**src/hdl/host_pkg.sv**
```systemverilog
// Shared types and address map for the host-domain memory slice
// Import wherever request/response words or map constants are needed
package host_pkg;

  typedef logic [31:0] addr_t;
  typedef logic [31:0] data_t;
  typedef logic [2:0]  cfg_sel_t;

  typedef struct packed {
    logic  we;
    addr_t addr;
    data_t wdata;
  } host_req_t;

  typedef struct packed {
    data_t rdata;
    logic  err;
  } host_rsp_t;

  // L2 window base; its size follows from the bank parameters
  localparam addr_t L2_BASE = 32'h1C00_0000;

  // Cache configuration window, 4 KiB
  localparam addr_t       CFG_BASE   = 32'h1A10_0000;
  localparam addr_t       CFG_SIZE   = 32'h0000_1000;
  localparam int unsigned CFG_WORD_W = $clog2(CFG_SIZE) - 2;

  // Word offsets inside the configuration window
  localparam cfg_sel_t CFG_OFF_CACHE_START = 3'd0;
  localparam cfg_sel_t CFG_OFF_CACHE_END   = 3'd1;
  localparam cfg_sel_t CFG_OFF_SPM_START   = 3'd2;

  // Read value of offsets with no register behind them
  localparam data_t CFG_DEAD_WORD = 32'hDEAD_F000;

endpackage

```
**src/hdl/host_fifo.sv**
```systemverilog
// Synchronous circular-buffer FIFO with a generic payload type
// Serves the request queue and the response queue inside rsp_issue
`timescale 1ns/1ps

module host_fifo #(
  parameter int unsigned DEPTH     = 4,
  parameter type         payload_t = logic
) (
  input  logic                       clk_i,
  input  logic                       rst_n_i,
  input  logic                       push_i,
  input  payload_t                   data_i,
  input  logic                       pop_i,
  output payload_t                   data_o,
  output logic                       empty_o,
  output logic [$clog2(DEPTH+1)-1:0] free_o
);

  localparam int unsigned PTR_W = (DEPTH > 1) ? $clog2(DEPTH) : 1;
  localparam int unsigned CNT_W = $clog2(DEPTH + 1);

  payload_t         mem [DEPTH];
  logic [PTR_W-1:0] wr_ptr_q;
  logic [PTR_W-1:0] rd_ptr_q;
  logic [CNT_W-1:0] count_q;

  always_ff @(posedge clk_i) begin
    if (!rst_n_i) begin
      wr_ptr_q <= '0;
      rd_ptr_q <= '0;
      count_q  <= '0;
    end else begin
      if (push_i) begin
        wr_ptr_q <= (wr_ptr_q == PTR_W'(DEPTH - 1)) ? '0 : wr_ptr_q + 1'b1;
      end
      if (pop_i) begin
        rd_ptr_q <= (rd_ptr_q == PTR_W'(DEPTH - 1)) ? '0 : rd_ptr_q + 1'b1;
      end
      case ({push_i, pop_i})
        2'b10:   count_q <= count_q + 1'b1;
        2'b01:   count_q <= count_q - 1'b1;
        default: count_q <= count_q;
      endcase
    end
  end

  always_ff @(posedge clk_i) begin
    if (push_i) begin
      mem[wr_ptr_q] <= data_i;
    end
  end

  // Head is visible the cycle after its push
  assign data_o  = mem[rd_ptr_q];
  assign empty_o = (count_q == '0);
  assign free_o  = CNT_W'(DEPTH) - count_q;

endmodule

```
**src/hdl/rsp_issue.sv**
```systemverilog
// Response queue with credit-gated issue toward the consumer
// One response per cycle while credits remain; rsp_credit_i returns one
`timescale 1ns/1ps

module rsp_issue
  import host_pkg::*;
#(
  parameter  int unsigned RSP_DEPTH = 4,
  localparam int unsigned CNT_W     = $clog2(RSP_DEPTH + 1)
) (
  input  logic             clk_i,
  input  logic             rst_n_i,
  input  logic             push_i,
  input  host_rsp_t        rsp_i,
  output logic [CNT_W-1:0] free_o,
  output logic             rsp_valid_o,
  output host_rsp_t        rsp_o,
  input  logic             rsp_credit_i
);

  logic             empty;
  logic [CNT_W-1:0] credit_q;

  host_fifo #(
    .DEPTH     ( RSP_DEPTH  ),
    .payload_t ( host_rsp_t )
  ) i_rsp_fifo (
    .clk_i   ( clk_i       ),
    .rst_n_i ( rst_n_i     ),
    .push_i  ( push_i      ),
    .data_i  ( rsp_i       ),
    .pop_i   ( rsp_valid_o ),
    .data_o  ( rsp_o       ),
    .empty_o ( empty       ),
    .free_o  ( free_o      )
  );

  assign rsp_valid_o = !empty && (credit_q != '0);

  always_ff @(posedge clk_i) begin
    if (!rst_n_i) begin
      credit_q <= CNT_W'(RSP_DEPTH);
    end else begin
      case ({rsp_credit_i, rsp_valid_o})
        2'b10:   credit_q <= credit_q + 1'b1;
        2'b01:   credit_q <= credit_q - 1'b1;
        default: credit_q <= credit_q;
      endcase
    end
  end

endmodule

```
**config.mk**
```make
export PLATFORM = sky130hd
export DESIGN_NAME = rsp_issue
export DESIGN_NICKNAME = d
export VERILOG_FILES = /design/src/hdl/host_pkg.sv /design/src/hdl/host_fifo.sv /design/src/hdl/rsp_issue.sv
export SDC_FILE = /design/constraint.sdc
export NUM_CORES = 1
export LEC_CHECK = 0
export ABC_CLOCK_PERIOD_IN_PS = 2900
export BUFFER_PORTS_ARGS = -buffer_cell sky130_fd_sc_hd__buf_2
export CAP_MARGIN = 5
export CORE_UTILIZATION = 30
export CTS_BUF_LIST = sky130_fd_sc_hd__clkbuf_2
export CTS_CLUSTER_DIAMETER = 30
export DETAILED_ROUTE_END_ITERATION = 12
export PLACE_DENSITY = 0.54
export SETUP_SLACK_MARGIN = 0.4
export SLEW_MARGIN = 30
export SYNTH_ARGS = -nofsm -noshare
export SYNTH_HDL_FRONTEND = slang
export SYNTH_SLANG_ARGS = --single-unit
```
**constraint.sdc**
```tcl
create_clock -name clk_i -period 2.9 [get_ports clk_i]
set_input_delay 0.435 -clock clk_i [delete_from_list [all_inputs] [get_ports clk_i]]
set_output_delay 0.435 -clock clk_i [all_outputs]
set_load 0.03 [all_outputs]
```
After elaboration in Yosys (flattened, before gate mapping)

Memory sizes are Yosys's and may differ from the RTL's. A register that Yosys moved wholly into a read port is not among the register bits.
Index checks and enable logic that the tools add are counted.

Equality and inequality tests: 6
Reduce and logical (&&, ||, !) cells: 6
Multiplexer cells: 8
$add $sub $neg: 7

Operators by type and width:

| operator            | number |
|---|---|
| $pmux 3 s2          | 2 |
| $eq 2x2->1 const B  | 4 |
| $mux 2              | 4 |
| $add 3x1->3 const B | 2 |
| $sub 3x1->3 const B | 2 |
| $add 2x1->2 const B | 2 |
| $eq 2x1->1 const B  | 2 |
| $reduce_bool 2->1   | 2 |
| $logic_not 3->1     | 1 |
| $reduce_bool 3->1   | 1 |
| $sub 3x3->3 const A | 1 |
| $mux 1              | 2 |
| $logic_and 1x1->1   | 1 |
| $logic_not 1->1     | 1 |

Register bits after elaboration: 10
Input port bits: 37
Logic and storage cells: 32
Memories kept: 1
Bits in writable memories: 132
Output and inout port bits: 37

Memories:

| memory         | words | width | read ports | clocked after memory_dff | write ports | RTL line        | text |
|---|---|---|---|---|---|---|---|
| i_rsp_fifo.mem | 4     | 33    | 1          | 1                        | 1           | host_fifo.sv:22 | `payload_t mem [DEPTH];` |

Depth between registers and ports, before layout

Gate-level depths: netlist of run 1.

Depth after elaboration: 5
Mapped depth: 10
Depth with buffers taken out: 10

Modules after synthesis

Synthesis of run 1 repeated with hierarchy kept, for this count alone.

Cells, all modules: 241
Area total of the unflattened synthesis: 5,470.2 µm²

By module, submodules not included:

| module    | area each (µm²) | cells each | sequential area each (µm²) | times used |
|---|---|---|---|---|
| host_fifo | 5,298.8         | 221        | 4,144.0                    | 1 |
| rsp_issue | 171.4           | 20         | 60.1                       | 1 |

Least setup slack after synthesis of run 1

OpenSTA, ideal clock, no wires.

Path type: register to register
Start: register i_rsp_fifo.count_q[0]
End: register i_rsp_fifo.count_q[2]
Buffers on the path: 0
Data required time: 2,824 ps
Arrival time: 2,647 ps
Path slack: 178 ps
Period minus slack after synthesis: 2,722 ps
Cell stages (with the launch flop): 11
Library setup time: 76 ps
Cell sequence: dfxtp_1 inv_1 ha_1 ha_1 nor2_1 ha_1 inv_1 fa_1 xor2_1 or3_1 a21boi_0

Cells in the longest elaborated chain, start to end: 5
Elaborated cells on any way between the ends: 9
Those cells by class: add/sub (2); eq/ne (2); mux (1); reduce/logical (4)

RTL lines:

| element                                         | RTL line        | text |
|---|---|---|
| start: declaration                              | host_fifo.sv:25 | `logic [CNT_W-1:0] count_q;` |
| start signal: assignment                        | host_fifo.sv:40 | `2'b10: count_q <= count_q + 1'b1;` |
| start signal: assignment                        | host_fifo.sv:41 | `2'b01: count_q <= count_q - 1'b1;` |
| start signal: assignment                        | host_fifo.sv:42 | `default: count_q <= count_q;` |
| $logic_not 3->1 *                               | host_fifo.sv:55 | `assign empty_o = (count_q == '0);` |
| $logic_not 1->1 *                               | rsp_issue.sv:38 | `assign rsp_valid_o = !empty && (credit_q != '0);` |
| $logic_and 1x1->1 *                             | rsp_issue.sv:38 |  |
| net rsp_valid_o                                 | rsp_issue.sv:16 | `output logic rsp_valid_o,` |
| $eq 2x1->1 or $eq 2x2->1 (tied branches)        | host_fifo.sv:39 | `case ({push_i, pop_i})` |
| $pmux 3 s2 or $reduce_bool 2->1 (tied branches) | --              |  |

Mark *: on every way through the listed nets, which the timed path passes. The rest lies on a longest branch.
A chain may end at the register's enable or synchronous reset.

==> key figures, run 1 <==
Power and ir drop
  – Total chip power: 5.543 mW
  – Register share of total power: 0.451
  – Cell internal pwr: 3.718 mW
  – Net Sw Frac: 0.3291
  – Logic pwr share: 0.318
  – Clock group share of total power: 0.231
  – Leakage power: 2.375 nW
  – Maximum vdd drop: 352.5 uV
  – NetSw: 1.824 mW
  – PwrDens: 807.8 nW/um^2

CTS
  – Worst skew pair latency: 680 ps
  – H-tree depth: 4
  – CTS buffer count: 17
  – Root Buffer: clkbuf_2
  – Clock Tree Buf Depth: 2
  – CTS tree: done
  – Total clock sinks: 144
  – Clock transition at the registers of the reported paths: 210 ps

Cells and area
  – Share of cells above drive strength 1: 0.4072
  – Final instance area: 6862 sq um
  – Fillers: 1674
  – FF+latch area: 4213 sq um
  – Area growth, synth to finish: 25.35%
  – Area occupied by multi-input gates: 1131 sq um
  – Nets: 423

Placement
  – Port Buf Inserts: 73
  – Post-DP HPWL: 6225 microns
  – Global placer's final weighted congestion: 0.6786
  – Placed cell areas: 6162 sq um

Hold path
  – Worst Hold Class: primary input to flop
  – Hold Crit Depth: 5

Synth
  – Most frequent cell after synthesis: edfxtp_1
  – Distinct cells, synth: 26
  – Synth top area cells: edfxtp_1, mux4_2, dfxtp_1
  – Ys flop type: edfxtp_1
  – Seq/Total Area, Yosys: 0.7680
  – EDFF count, synth: 132
  – Synth area leader: edfxtp_1
  – YS warnings: 0
  – Syn avg cell area: 22.34 sq um
  – Syn Inst Count: 245
  – Yosys reg bits: 144
  – Most common library cells after synthesis: edfxtp_1, mux4_2, dfxtp_1, inv_1, ha_1
  – Share of synthesized registers carrying an async set or reset: 0
  – Share of the synthesized area in the top cell type: 0.7241
  – Syn Nets: 293
  – Post-Syn Area: 5474 sq um

Die
  – Die Area: 18790 sq um
  – Starting Density: 0.3058
  – Die W: 137.1 microns
  – I/O pins: 74
  – Area of the core: 17900 sq um
  – FP Rows: 49
  – Die height: 137.1 microns

Worst setup path
  – Buf/Inv on CP: 2
  – Arrival @ worst endpoint: 2060 ps
  – WS Path Type: flop to primary output
  – Crit path required time: 2470 ps
  – CP max FO: 8
  – Crit path depth: 3
  – Slowest Stage Delay on Critical Path: 560 ps
  – Critical-path top delay cell: mux4_1
  – Worst path cell trace: buf_6 -> mux4_1 -> buf_2
  – Endpoint type of the worst setup path: primary output
  – Reg2Reg Depth: 10
  – Crit path max-delay family: multiplexers
  – CP Launch Type: flop

Timing
  – Worst Tran Pin Value: 584.8 ps
  – Worst rel slew slack: 0.6072
  – RSZ-0062 raised after global routing: yes
  – Max Slew Vio Count: 0
  – Fin crit period: 2498 ps
  – Timing-limited maximum frequency: 400.3 MHz
  – Hold WS: 360.4 ps
  – Worst Skew: 29.00 ps
  – Final number of setup-violating endpoints: 0
  – Total negative slack: 0 ps
  – Final Hold Fails: 0
  – Final Cycle Share: 0.8613

Routing
  – Total wire length: 10090 microns
  – Post-route ant nets: 0
  – Router iterations before antenna repair: 4
  – DRC viols: 0
  – Vias per inst: 4.388
  – Vias: 2712
  – Wire per inst: 16.33 microns
  – DRT iter0 DRCs: 90

Status
  – Status: complete, no violations

Global routing
  – Largest net degree at the start of global routing: 34
  – GRT Residual Overflow: 0
  – Total GRT Usage: 0.1183
  – Initial antenna violation count: 1
  – Vias in the first global route: 2951
  – First-pass GRT wire length: 15540 microns

Flow run
  – Max cap viols: 0
## worst paths after layout
path                     startpoint               endpoint  slack (ps)
min                    rsp_credit_i            credit_q[2]         360
max reg2reg   i_rsp_fifo.count_q[0]  i_rsp_fifo.count_q[2]         590
max                            flop              rsp_o[16]         400
min reg2reg  i_rsp_fifo.rd_ptr_q[1]                   flop         520
## flip-flops by register name (all words and copies together), names as in the netlist, named ones only
name,cells
i_rsp_fifo.wr_ptr_q,2
i_rsp_fifo.rd_ptr_q,2
i_rsp_fifo.mem,132
credit_q,3
i_rsp_fifo.count_q,3
## power by group through the flow
| stage | sequential, mW | clock, mW | combinational, mW |
|---|---|---|---|
| after floorplan | 2.48 | 0 | 1.31 |
| after global placement | 2.56 | 0 | 1.63 |
| after detailed placement | 2.57 | 0 | 1.65 |
| after CTS | 2.51 | 1.34 | 1.76 |
| after global routing | 2.52 | 1.43 | 1.90 |
| final | 2.50 | 1.28 | 1.76 |
## per-layer routing
metal | wire length (microns) | global-route usage | vias up
li1 | - | - | 1249
met1 | 4403 | 0.1401 | 1386
met2 | 5085 | 0.1919 | 67
met3 | 464 | 0.04407 | 10
met4 | 139 | 0.05128 | 0
met5 | 0 | 0 | -
## logic make-up (layout without fill, tap and decap cells)
logic type | after synthesis | count (layout) | share of synthesized area
adder cells (fa/ha/maj) | 11 | 11 | 0.02789
flip-flops | 144 | 144 | 0.7680
multiplexers | 35 | 35 | 0.1415
XOR/XNOR | 4 | 4 | 0.006401
other | 0 | 1 | 0
AO/OA/AOI/OAI | 8 | 8 | 0.008685
AND/OR/NAND/NOR | 21 | 21 | 0.02080
buffers and inverters | 22 | 165 | 0.02674
## area by class of cell
cell class	count	share of cell area
clock inverter	15	0.02808
multi-input combinational	79	0.1648
sequential	144	0.6140
tap	229	0.04176
antenna	1	0.0003647
clock buffer	17	0.01240
timing repair buffer	121	0.1320
inverter	12	0.006565
## what timing repair did
| action | CTS | global route |
|---|---|---|
| gates resized for setup | 10 | 4 |
| setup buffers | 2 | 2 |
| hold buffers | 36 | 0 |
| endpoints found under the setup margin | 34 | 35 |
| pin swaps | 0 | 1 |
| endpoints found under the hold margin | 143 | 0 |
## placed cells by master (no fill, tap or decap), types with 2 or more instances in the layout
cell type and instances:
clkinv_4 3, buf_12 5, mux2i_1 2, and2_2 4, buf_6 4, dfxtp_1 9, ha_1 8, buf_2 71
nor3_1 2, xnor2_1 2, nand2_1 4, dfxtp_4 2, and2_1 4, a21boi_0 2, fa_1 2, edfxtp_1 132
mux4_2 32, dlygate4sd3_1 36, xor2_1 2, or3_1 2, buf_4 4, bufinv_16 4, clkinv_2 6, inv_1 12
clkbuf_2 17, o21ai_0 5
## per-stage QoR
stage               utilization  setup slack [ps]  std cells
CTS                      0.3815             267.7        615
floorplan                     -             519.1        245
global route             0.3833             209.7        618
finish                   0.3833             402.1        618
detailed placement       0.3442             532.5        545
global placement         0.3442             606.2        545
## worst register-to-register path, delay by kind of cell, from the launching register on
family | cells | cell delay [ps]
xor gates and xnor gates | 1 | 150
DFF | 1 | 390
adders and majority gates | 4 | 990
buffers and inverters | 2 | 130
and+or+nand+nor | 2 | 440
AOI/OAI and AO/OA | 1 | 160
No activity file was read; power rests on OpenSTA's default activity.
==> run 2, diff against run 1 <==
Settings changed: SYNTH_HIERARCHICAL set to 1.
==> run 2 against run 1 <==
  * Area after synthesis about the same
  * Sequential share of layout area decreased by 0.42 points
  * Non-clock buffer count increased by 1
  * Cell count decreased by 0.49%
  * Clock power decreased by 10%
  * Routed wire length increased by 3.5%
  * Worst hold slack got worse by 210 ps
  * Global-route usage increased by 0.37 points
  * Clock skew decreased by 1.2 ps
  * First-iteration DRC count increased by 60%
==> key figures, run 2 <==
Routing
  – Router iterations before antenna repair: 3 (-1)
  – Vias per inst: 4.348 (-0.92%)
  – Post-route ant nets: 0 (unchanged)
  – Vias: 2674 (-1.4%)
  – DRT iter0 DRCs: 144 (+60%)
  – Total wire length: 10450 microns (+3.5%)
  – Wire per inst: 16.99 microns (+4.0%)
  – DRC viols: 0 (unchanged)

Cells and area
  – Post-layout util: 0.3863 (+0.003005)
  – Most frequent cells in the layout: edfxtp_1, buf_2, dlygate4sd3_1
  – Area growth, synth to finish: 26.42%
  – Diode count: 0 (-1)
  – Share of cells above drive strength 1: 0.4067 (-0.0004807)
  – Most common cell after layout, fill and taps aside: edfxtp_1
  – Nets: 421 (-0.47%)
  – Reg with most FFs: i_rsp_fifo/mem
  – Max FFs per register: 132 (unchanged)
  – Biggest regs: i_rsp_fifo/mem: 132 flops, credit_q: 3 flops, i_rsp_fifo/count_q: 3 flops
  – Fin cells: 615 (-0.49%)

Flow run
  – Max cap viols: 0 (unchanged)

Worst setup path
  – Crit path max-delay family: multiplexers
  – CP Launch Type: flop
  – Slowest Stage Delay on Critical Path: 560 ps (about the same)
  – Endpoint type of the worst setup path: primary output
  – Arrival @ worst endpoint: 2010 ps (-50 ps)
  – R2R Setup Slk: 700 ps (+110 ps)
  – WS Path Type: flop to primary output
  – Critical-path top delay cell: mux4_1
  – Crit path depth: 3 (unchanged)
  – Reg2Reg Depth: 10 (unchanged)
  – CP max FO: 10 (+2)
  – Buf/Inv on CP: 2 (unchanged)
  – Crit path required time: 2470 ps (about the same)
  – Worst path cell trace: buf_12 -> mux4_1 -> buf_2
  – Crit path capture: rsp_o[24]
  – Worst r2r dst: credit_q[2]
  – Reg-to-Reg Start: i_rsp_fifo/count_q[0]

CTS
  – CTS tree: done
  – Worst skew pair latency: 660 ps (-20 ps)
  – Clock Tree Buf Depth: 2 (unchanged)
  – Clock transition at the registers of the reported paths: 160 ps (-50 ps)
  – Total clock sinks: 144 (unchanged)
  – CTS buffer count: 17 (unchanged)
  – H-tree depth: 4 (unchanged)
  – Root Buffer: clkbuf_2

Global routing
  – Vias in the first global route: 2782 (-5.7%)
  – First-pass GRT wire length: 15860 microns (+2.0%)
  – Initial antenna violation count: 0 (-1)
  – Largest net degree at the start of global routing: 25 (-26%)
  – GRT Residual Overflow: 0 (unchanged)
  – Total GRT Usage: 0.1219 (+0.003674)

Timing
  – Timing-limited maximum frequency: 409.3 MHz (+2.2%)
  – Final Hold Fails: 0 (unchanged)
  – Total negative slack: 0 ps (unchanged)
  – Worst rel slew slack: 0.7173 (+0.1101)
  – Final number of setup-violating endpoints: 0 (unchanged)
  – RSZ-0062 raised after global routing: yes
  – Fin crit period: 2443 ps (-54.83 ps)
  – Max Slew Vio Count: 0 (unchanged)
  – Worst Tran Pin Value: 424.1 ps (-160.7 ps)
  – Final Cycle Share: 0.8424 (-0.01891)
  – Worst Skew: 27.83 ps (-1.166 ps)

Power and ir drop
  – Cell internal pwr: 3.772 mW (+1.4%)
  – Clock group share of total power: 0.206 (-0.025)
  – Net Sw Frac: 0.3248 (-0.004349)
  – Maximum vdd drop: 318.6 uV (-9.6%)
  – Register share of total power: 0.443 (-0.008)
  – Logic pwr share: 0.350 (+0.032)
  – NetSw: 1.814 mW (-0.54%)
  – Leakage power: 2.396 nW (+0.90%)
  – PwrDens: 807.8 nW/um^2 (about the same)

Synth
  – Share of synthesized registers carrying an async set or reset: 0 (unchanged)
  – Post-Syn Area: 5470 sq um (about the same)
  – EDFF count, synth: 132 (unchanged)
  – Yosys reg bits: 144 (unchanged)
  – YS warnings: 6 (+6)
  – Distinct cells, synth: 27 (+3.8%)
  – Syn avg cell area: 22.70 sq um (+1.6%)
  – Synth top area cells: edfxtp_1, mux4_2, dfxtp_1
  – Ys flop type: edfxtp_1
  – Most common library cells after synthesis: edfxtp_1, mux4_2, dfxtp_1
  – Share of the synthesized area in the top cell type: 0.7246 (about the same)
  – Syn Nets: 289 (-1.4%)
  – Synth area leader: edfxtp_1
  – Most frequent cell after synthesis: edfxtp_1
  – Seq/Total Area, Yosys: 0.7685 (about the same)
  – Syn Inst Count: 241 (-1.6%)

Die
  – Die Area: 18780 sq um (about the same)
  – Die W: 137.0 microns (about the same)
  – FP Rows: 49 (unchanged)
  – I/O pins: 74 (unchanged)
  – Area of the core: 17900 sq um (unchanged)
  – Starting Density: 0.3056 (about the same)
  – Die height: 137.0 microns (about the same)

Placement
  – Post-DP HPWL: 6182 microns (-0.68%)
  – Port Buf Inserts: 73 (unchanged)
  – Placed insts: 542 (-0.55%)
  – Global placer's final weighted congestion: 0.6616 (-2.5%)

Status
  – Status: complete, no violations

Hold path
  – Worst Hold Class: primary input to flop
run 2: cell types whose count changed after synthesis, moves of 2 or more:
| cell | change |
|---|---|
| nor3b_1 | +2 |
| o21ai_0 | -2 |
| nor2b_1 | +4 |
| nand2_1 | -3 |
run 2: how the worst min path moves through the flow:
stage | start | endpoint | depth (start not counted)
3_5_place_dp | i_rsp_fifo/count_q[2] | i_rsp_fifo/count_q[2] | 2
6_report | push_i | i_rsp_fifo/wr_ptr_q[1] | 3
5_1_grt | push_i | i_rsp_fifo/wr_ptr_q[1] | 3
2_1_floorplan | i_rsp_fifo/count_q[2] | i_rsp_fifo/count_q[2] | 2
3_3_place_gp | i_rsp_fifo/count_q[2] | i_rsp_fifo/count_q[2] | 2
4_1_cts | push_i | i_rsp_fifo/wr_ptr_q[1] | 3
run 2: timing repair:
| item | CTS | global route |
|---|---|---|
| endpoints found under the setup margin | 34 | 35 |
| endpoints found under the hold margin | 133 | 0 |
| pin swaps | 0 | 1 |
| gates cloned | 2 | 0 |
| gates resized for setup | 33 | 8 |
| hold buffers | 34 | 0 |
| setup buffers | 4 | 1 |
run 2: cell type report:
class | instances | area, sq um
fill | 1678 | 10990
tap | 229 | 286.5
clock buffer | 19 | 95.09
inverter | 11 | 41.29
sequential | 144 | 4217
multi-input combinational | 77 | 1132
timing repair buffer | 122 | 999.7
clock inverter | 13 | 143.9
run 2: routing by layer:
layer  track usage  share of wire  wire length [microns]  vias to the layer above
li1              -              -                      -                     1243
met1        0.1528           0.44                   4647                     1371
met2        0.1939           0.50                   5227                       51
met3       0.04333          0.041                    432                        9
met4       0.04396          0.013                    140                        0
met5             0              0                      0                        -
run 2: cells by family (layout without fill, tap and decap cells):
kind of cell               count (synthesis)  in the layout  share of synthesized area
muxes                                     36             36                     0.1434
DFF                                      144            144                     0.7685
AOI/OAI and AO/OA                          6              6                   0.006404
adders and majority gates                 11             11                    0.02791
buffers and inverters                     20            165                    0.02539
xor gates and xnor gates                   4              4                   0.006406
and+or+nand+nor                           20             20                    0.02195
run 2: power by group through the flow:
stage	Combinational, mW	Clock, mW	Sequential [mW]
2_1_floorplan	1.31	0	2.48
3_3_place_gp	1.63	0	2.56
3_5_place_dp	1.65	0	2.57
4_1_cts	1.99	1.22	2.47
5_1_grt	2.11	1.30	2.49
6_report	1.96	1.15	2.48
run 2: through the flow:
step	hold WS [ps]	power (mW)	instance area [sq um]	setup slack [ps]
6_report	146.8	5.586	6915	456.9
2_1_floorplan	464.6	3.789	5473	437.4
3_5_place_dp	492.0	4.214	6120	565.9
5_1_grt	39.26	5.903	6915	253.0
4_1_cts	47.15	5.678	6889	339.0
3_3_place_gp	484.4	4.189	6120	623.3
run 2: tightest hold or removal path: cells and delay by family:
family	cells	cell delay (ps)
buf+inv	1	140
simple gates	1	100
mux	1	90
